--- config.mk ---
export PLATFORM = sky130hd
export DESIGN_NAME = apb_regs
export DESIGN_NICKNAME = d
export VERILOG_FILES = /design/src/hdl/ecc_pkg.sv /design/src/hdl/apb_regs.sv
export SDC_FILE = /design/constraint.sdc
export NUM_CORES = 2
export LEC_CHECK = 0
export BUFFER_PORTS_ARGS = -buffer_cell sky130_fd_sc_hd__buf_2
export CORE_AREA = 2 2 629 631
export DETAILED_ROUTE_END_ITERATION = 7
export DIE_AREA = 0 0 631 633
export MAX_ROUTING_LAYER = met4
export PLACE_DENSITY_LB_ADDON = 0.25
export SYNTH_ARGS = -nofsm -noshare
export SYNTH_HDL_FRONTEND = slang
export SYNTH_SLANG_ARGS = --single-unit
export TNS_END_PERCENT = 5
--- constraint.sdc ---
create_clock -name clk -period 6.6 [get_ports clk]
set_input_delay 0.66 -clock clk [delete_from_list [all_inputs] [get_ports clk]]
set_output_delay 0.66 -clock clk [all_outputs]
set_load 0.01 [all_outputs]
--- src/hdl/ecc_pkg.sv ---
package ecc_pkg;

    localparam int APB_DATA_W = 32;

    // operand regions, word k at base + 4*k
    localparam logic [11:0] ADDR_X  = 12'h000;
    localparam logic [11:0] ADDR_Y  = 12'h040;
    localparam logic [11:0] ADDR_Z  = 12'h080;
    localparam logic [11:0] ADDR_M  = 12'h0C0;

    // result regions, read only
    localparam logic [11:0] ADDR_RX = 12'h100;
    localparam logic [11:0] ADDR_RY = 12'h140;

    localparam logic [11:0] ADDR_CTRL   = 12'h180; // bit 0 starts a conversion
    localparam logic [11:0] ADDR_STATUS = 12'h184;

    typedef struct packed {
        logic                  psel;
        logic                  penable;
        logic                  pwrite;
        logic [11:0]           paddr;
        logic [APB_DATA_W-1:0] pwdata;
    } apb_req_t;

    typedef struct packed {
        logic [APB_DATA_W-1:0] prdata;
        logic                  pready;
        logic                  pslverr;
    } apb_rsp_t;

    // also bits 2:0 of STATUS
    typedef struct packed {
        logic busy;
        logic done;
        logic at_infinity;
    } conv_status_t;

endpackage

--- src/hdl/apb_regs.sv ---
`timescale 1ns/1ps

module apb_regs #(
    parameter int WIDTH = 256
) (
    input  logic                  clk,
    input  logic                  rst_n,
    input  ecc_pkg::apb_req_t     apb_req,
    output ecc_pkg::apb_rsp_t     apb_rsp,
    output logic [WIDTH-1:0]      jx,
    output logic [WIDTH-1:0]      jy,
    output logic [WIDTH-1:0]      jz,
    output logic [WIDTH-1:0]      m,
    output logic                  start,
    input  logic [WIDTH-1:0]      x_aff,
    input  logic [WIDTH-1:0]      y_aff,
    input  ecc_pkg::conv_status_t status
);
    localparam int DW = ecc_pkg::APB_DATA_W;
    localparam int NW = WIDTH / DW;     // words per operand
    localparam int SW = $bits(ecc_pkg::conv_status_t);

    logic          access;
    logic [5:0]    region;
    logic [3:0]    widx;
    logic          word_ok;
    logic          hit_x;
    logic          hit_y;
    logic          hit_z;
    logic          hit_m;
    logic          hit_rx;
    logic          hit_ry;
    logic          hit_ctrl;
    logic          hit_stat;
    logic          mapped;
    logic          ro_hit;
    logic          busy_now;
    logic          err;
    logic          wr_ok;
    logic [DW-1:0] rdata;

    always_comb begin
        access   = apb_req.psel && apb_req.penable;
        region   = apb_req.paddr[11:6];
        widx     = apb_req.paddr[5:2];
        word_ok  = (apb_req.paddr[1:0] == 2'b00) && (int'(widx) < NW);
        hit_x    = word_ok && (region == ecc_pkg::ADDR_X[11:6]);
        hit_y    = word_ok && (region == ecc_pkg::ADDR_Y[11:6]);
        hit_z    = word_ok && (region == ecc_pkg::ADDR_Z[11:6]);
        hit_m    = word_ok && (region == ecc_pkg::ADDR_M[11:6]);
        hit_rx   = word_ok && (region == ecc_pkg::ADDR_RX[11:6]);
        hit_ry   = word_ok && (region == ecc_pkg::ADDR_RY[11:6]);
        hit_ctrl = apb_req.paddr == ecc_pkg::ADDR_CTRL;
        hit_stat = apb_req.paddr == ecc_pkg::ADDR_STATUS;
        mapped   = hit_x || hit_y || hit_z || hit_m || hit_rx || hit_ry
                   || hit_ctrl || hit_stat;
        ro_hit   = hit_rx || hit_ry || hit_stat;
        busy_now = status.busy || start;   // start already on its way
        err      = access && (!mapped || (apb_req.pwrite && (ro_hit || busy_now)));
        wr_ok    = access && apb_req.pwrite && !err;
    end

    // read mux, CTRL reads as zero
    always_comb begin
        rdata = '0;
        if (hit_x)
            rdata = jx[widx*DW +: DW];
        else if (hit_y)
            rdata = jy[widx*DW +: DW];
        else if (hit_z)
            rdata = jz[widx*DW +: DW];
        else if (hit_m)
            rdata = m[widx*DW +: DW];
        else if (hit_rx)
            rdata = x_aff[widx*DW +: DW];
        else if (hit_ry)
            rdata = y_aff[widx*DW +: DW];
        else if (hit_stat)
            rdata = {{(DW - SW){1'b0}}, status};
    end

    always_comb begin
        apb_rsp.prdata  = rdata;
        apb_rsp.pready  = 1'b1;     // no wait states
        apb_rsp.pslverr = err;
    end

    always_ff @(posedge clk or negedge rst_n) begin
        if (!rst_n) begin
            jx    <= '0;
            jy    <= '0;
            jz    <= '0;
            m     <= '0;
            start <= 1'b0;
        end else begin
            if (wr_ok) begin
                if (hit_x)
                    jx[widx*DW +: DW] <= apb_req.pwdata;
                if (hit_y)
                    jy[widx*DW +: DW] <= apb_req.pwdata;
                if (hit_z)
                    jz[widx*DW +: DW] <= apb_req.pwdata;
                if (hit_m)
                    m[widx*DW +: DW] <= apb_req.pwdata;
            end
            start <= wr_ok && hit_ctrl && apb_req.pwdata[0]; // one cycle pulse
        end
    end

endmodule

==> impl_summary.txt <==
----------------------------------------------------
[Outcome]
  Status ... completed

[Finish]
  Ratio of cells with drive above 1 in the final layout ... 43.1%
  Sequential cell area ... 25600 µm²
  Total area of multi-input combinational cells ... 23100 µm²
  Synthesis-to-finish area growth ... 40.5%
  # nets final ... 6493
  Number of fill cells ... 43602

[Worst setup path]
  Largest fanout of any net on the critical path ... 29
  Worst setup path category ... in -> out
  Peak per-stage delay on the critical path ... 0.66 ns
  Most common cell on crit path ... buf_4
  Kind of end point of the critical path ... output pin
  Required arrival time at the worst endpoint ... 5.94 ns
  Slowest cell on crit path ... mux2i_1
  Critical path, cell by cell ... buf_8 -> buf_12 -> buf_4 -> buf_4 -> mux4_2 -> mux2i_1 -> o22ai_1 -> a211oi_1 -> a21oi_1 -> buf_2
  Arrival @ worst endpoint ... 4.50 ns
  Sort of element at the start of the critical path ... input port

[Clocking]
  Resized Gates After CTS ... 0
  Clock Tree Buf Depth ... 4
  CTS HTree Levels ... 4
  Post-CTS clock slew at the launch and capture registers of the worst setup and hold paths ... 0.06 ns
  Clock tree from TritonCTS ... yes
  CTS sink cnt ... 1025
  Buffer type at the clock tree root ... clkbuf_16
  Clock latency reported for the late side of the worst-skew pair ... 0.86 ns
  Number of CTS-inserted buffers ... 141

[Timing]
  Number of max-slew violations in the final report ... 0
  Count of final hold-check violations ... 0
  TNS Setup ... 0 ns
  Smallest setup slack after layout ... 1.44 ns
  Worst slew margin ... 17.4%
  Max frequency ... 194 MHz
  Setup Skew ... 0.0922 ns
  RSZ-0062 raised after global routing ... false
  Slew of the pin with the lowest slew margin ... 1.24 ns
  Final period demand of the worst path ... 5.16 ns
  Final period utilization ... 78.3%
  Number of endpoints failing setup at the final stage ... 0

[Yosys]
  Count of different cell masters after synthesis ... 65
  Syn_nets ... 4952
  Synthesized cell area ... 50000 µm²
  Leading register cell type out of synthesis ... dfrtp_1
  Syn Area/Cell ... 11.4 µm²
  Post-synth top cells ... nand2_1, dfrtp_1, o21ai_0
  Cell accounting for the most synthesized area ... dfrtp_1
  EDFF count, synth ... 0
  Number of synthesized register bits ... 1025
  Yosys warns ... 0
  Async set or reset register ratio after synthesis ... 100%
  Proportion of netlist area held by the largest area contributor ... 51.3%
  Cell count after synthesis ... 4382
  Most frequent cell after synthesis ... nand2_1
  Ranking of synthesized cells by area ... dfrtp_1, mux4_2, o21ai_0, nand2_1, mux2_2
  Proportion of synthesized chip area in sequential cells ... 51.3%

[Global route]
  Pin count of the biggest net entering global routing ... 151
  Vias in the first global route ... 46623
  Overflow left after global routing ... 0
  Global-route wire length before repair ... 593000 µm
  Initial antenna violation count ... 259
  Combined global-route utilization of all metal layers ... 24.1%

[Flow run]
  Count of maximum capacitance violations ... 0

[Drt]
  Remaining routing DRC violations ... 0
  Antenna viol nets, final ... 0
  Via density per instance ... 4.25
  Pre-antenna DRT Iters ... 8
  Via count ... 49034
  Mean routed wirelength per cell ... 42.1 µm
  Total Wirelength ... 485000 µm
  Detailed Route Iter0 Violations ... 5902

[Die]
  Starting density of the core ... 12.7%
  Std-Cell Rows ... 230
  Die boundary width ... 631 µm
  Number of top-level pins ... 1623
  Die height ... 633 µm
  Area of the placeable core ... 392000 µm²
  Die area ... 399000 µm²

[Pwr]
  Leakage ... 32.7 nW
  Peak VDD IR ... 0.199 mV
  Pwr/cell area ... 224 nW/µm²
  Total power consumption of the routed design ... 0.0157 W

[Placement]
  Routability Congestion ... 0.948
  DP HPWL ... 384000 µm
  Minimum setup slack after placement ... 1.24 ns
  Port Buf Inserts ... 1621

[Hold path]
  Worst min-delay path class ... in -> reg

----------------------------------------------------
-- critical path, delay by kind of cell --
| family | cells | cell delay (ns) |
|---|---|---|
| buf+inv | 5 | 1.51 |
| mux | 2 | 1.20 |
| compound gates | 3 | 0.92 |
-- metrics by stage --
stage          area, µm²  hold slack [ns]  util (%)  instances
6_report           70200            0.183      17.9      11525
5_1_grt            70100            0.163      17.9      11464
4_1_cts            69500            0.106      17.7      11244
3_5_place_dp       64900            0.488      16.6      10999
3_3_place_gp       64900            0.482      16.6      10999
2_1_floorplan      50000            0.364         -       4382
-- worst paths after layout --
kind / from / end / slack, ns / cells past startpoint
setup reg to reg: start / jy[135] / 2.78 / 5
max in group asynchronous: rst_n / m[146] / 4.26 / 4
hold reg to reg: m[68] / m[68] / 0.50 / 2
min in group asynchronous: rst_n / jz[118] / 0.49 / 2
hold / removal: apb_req[22] / jx[22] / 0.18 / 3
setup / recovery: apb_req[34] / apb_rsp[22] / 1.44 / 10
-- metal layers --
metal / wire [µm] / vias to the layer above / track usage, %
met3: 46000 / 703 / 7.88
li1: - / 19236 / -
met1: 194000 / 25850 / 28.7
met4: 21100 / 0 / 8.73
met2: 224000 / 3245 / 38.0
met5: 0 / - / -
-- kinds of logic (layout without fill, tap and decap cells) --
group / after synthesis / count (layout) / share of synthesized area (%)
flops: 1025 / 1025 / 51.3
fa+ha+maj: 6 / 6 / 0.150
mux: 725 / 725 / 24.6
xor+xnor: 1 / 1 / 0.0175
other cells: 1 / 282 / 0.00750
compound gates: 1048 / 1048 / 11.2
buf+inv: 385 / 2027 / 3.28
simple gates: 1191 / 1191 / 9.42
-- repair_timing --
action | CTS | global route
hold buffers | 1 | 0
hold endpoints to repair | 32 | 0
setup buffers | 0 | 0
-- cell usage in the layout (no fill, tap or decap), types with 26 or more instances in the layout --
cell / count
o21ai_0: 858
clkbuf_16: 142
mux2_4: 30
dfrtp_1: 1025
diode_2: 281
nor2_1: 28
a21oi_1: 37
clkbuf_1: 29
mux4_2: 374
mux2i_1: 154
o21ai_1: 28
buf_4: 116
mux2_1: 26
nand2_1: 1067
mux2_2: 141
buf_2: 1616
o22ai_1: 34
a22oi_1: 27
-- registers in the layout, indices dropped and copies added, names as in the netlist --
signal / count
start: 1
m: 256
jx: 256
jy: 256
jz: 256
-- where the power goes --
part / internal (W) / switching [W]
clock: 0.00461 / 0.00336
combinational: 0.000422 / 0.00105
sequential: 0.00629 / 0.000000715
-- cell type report --
class,count,share of cell area (%)
Inverter,20,0.118
Antenna cell,281,1.00
Timing Repair Buffer,1763,13.6
Tap cell,5220,9.30
Clock inverter,49,0.873
Sequential cell,1025,36.5
Multi-Input combinational cell,2972,32.9
Clock buffer,195,5.69
No activity file was read; power rests on OpenSTA's default activity.
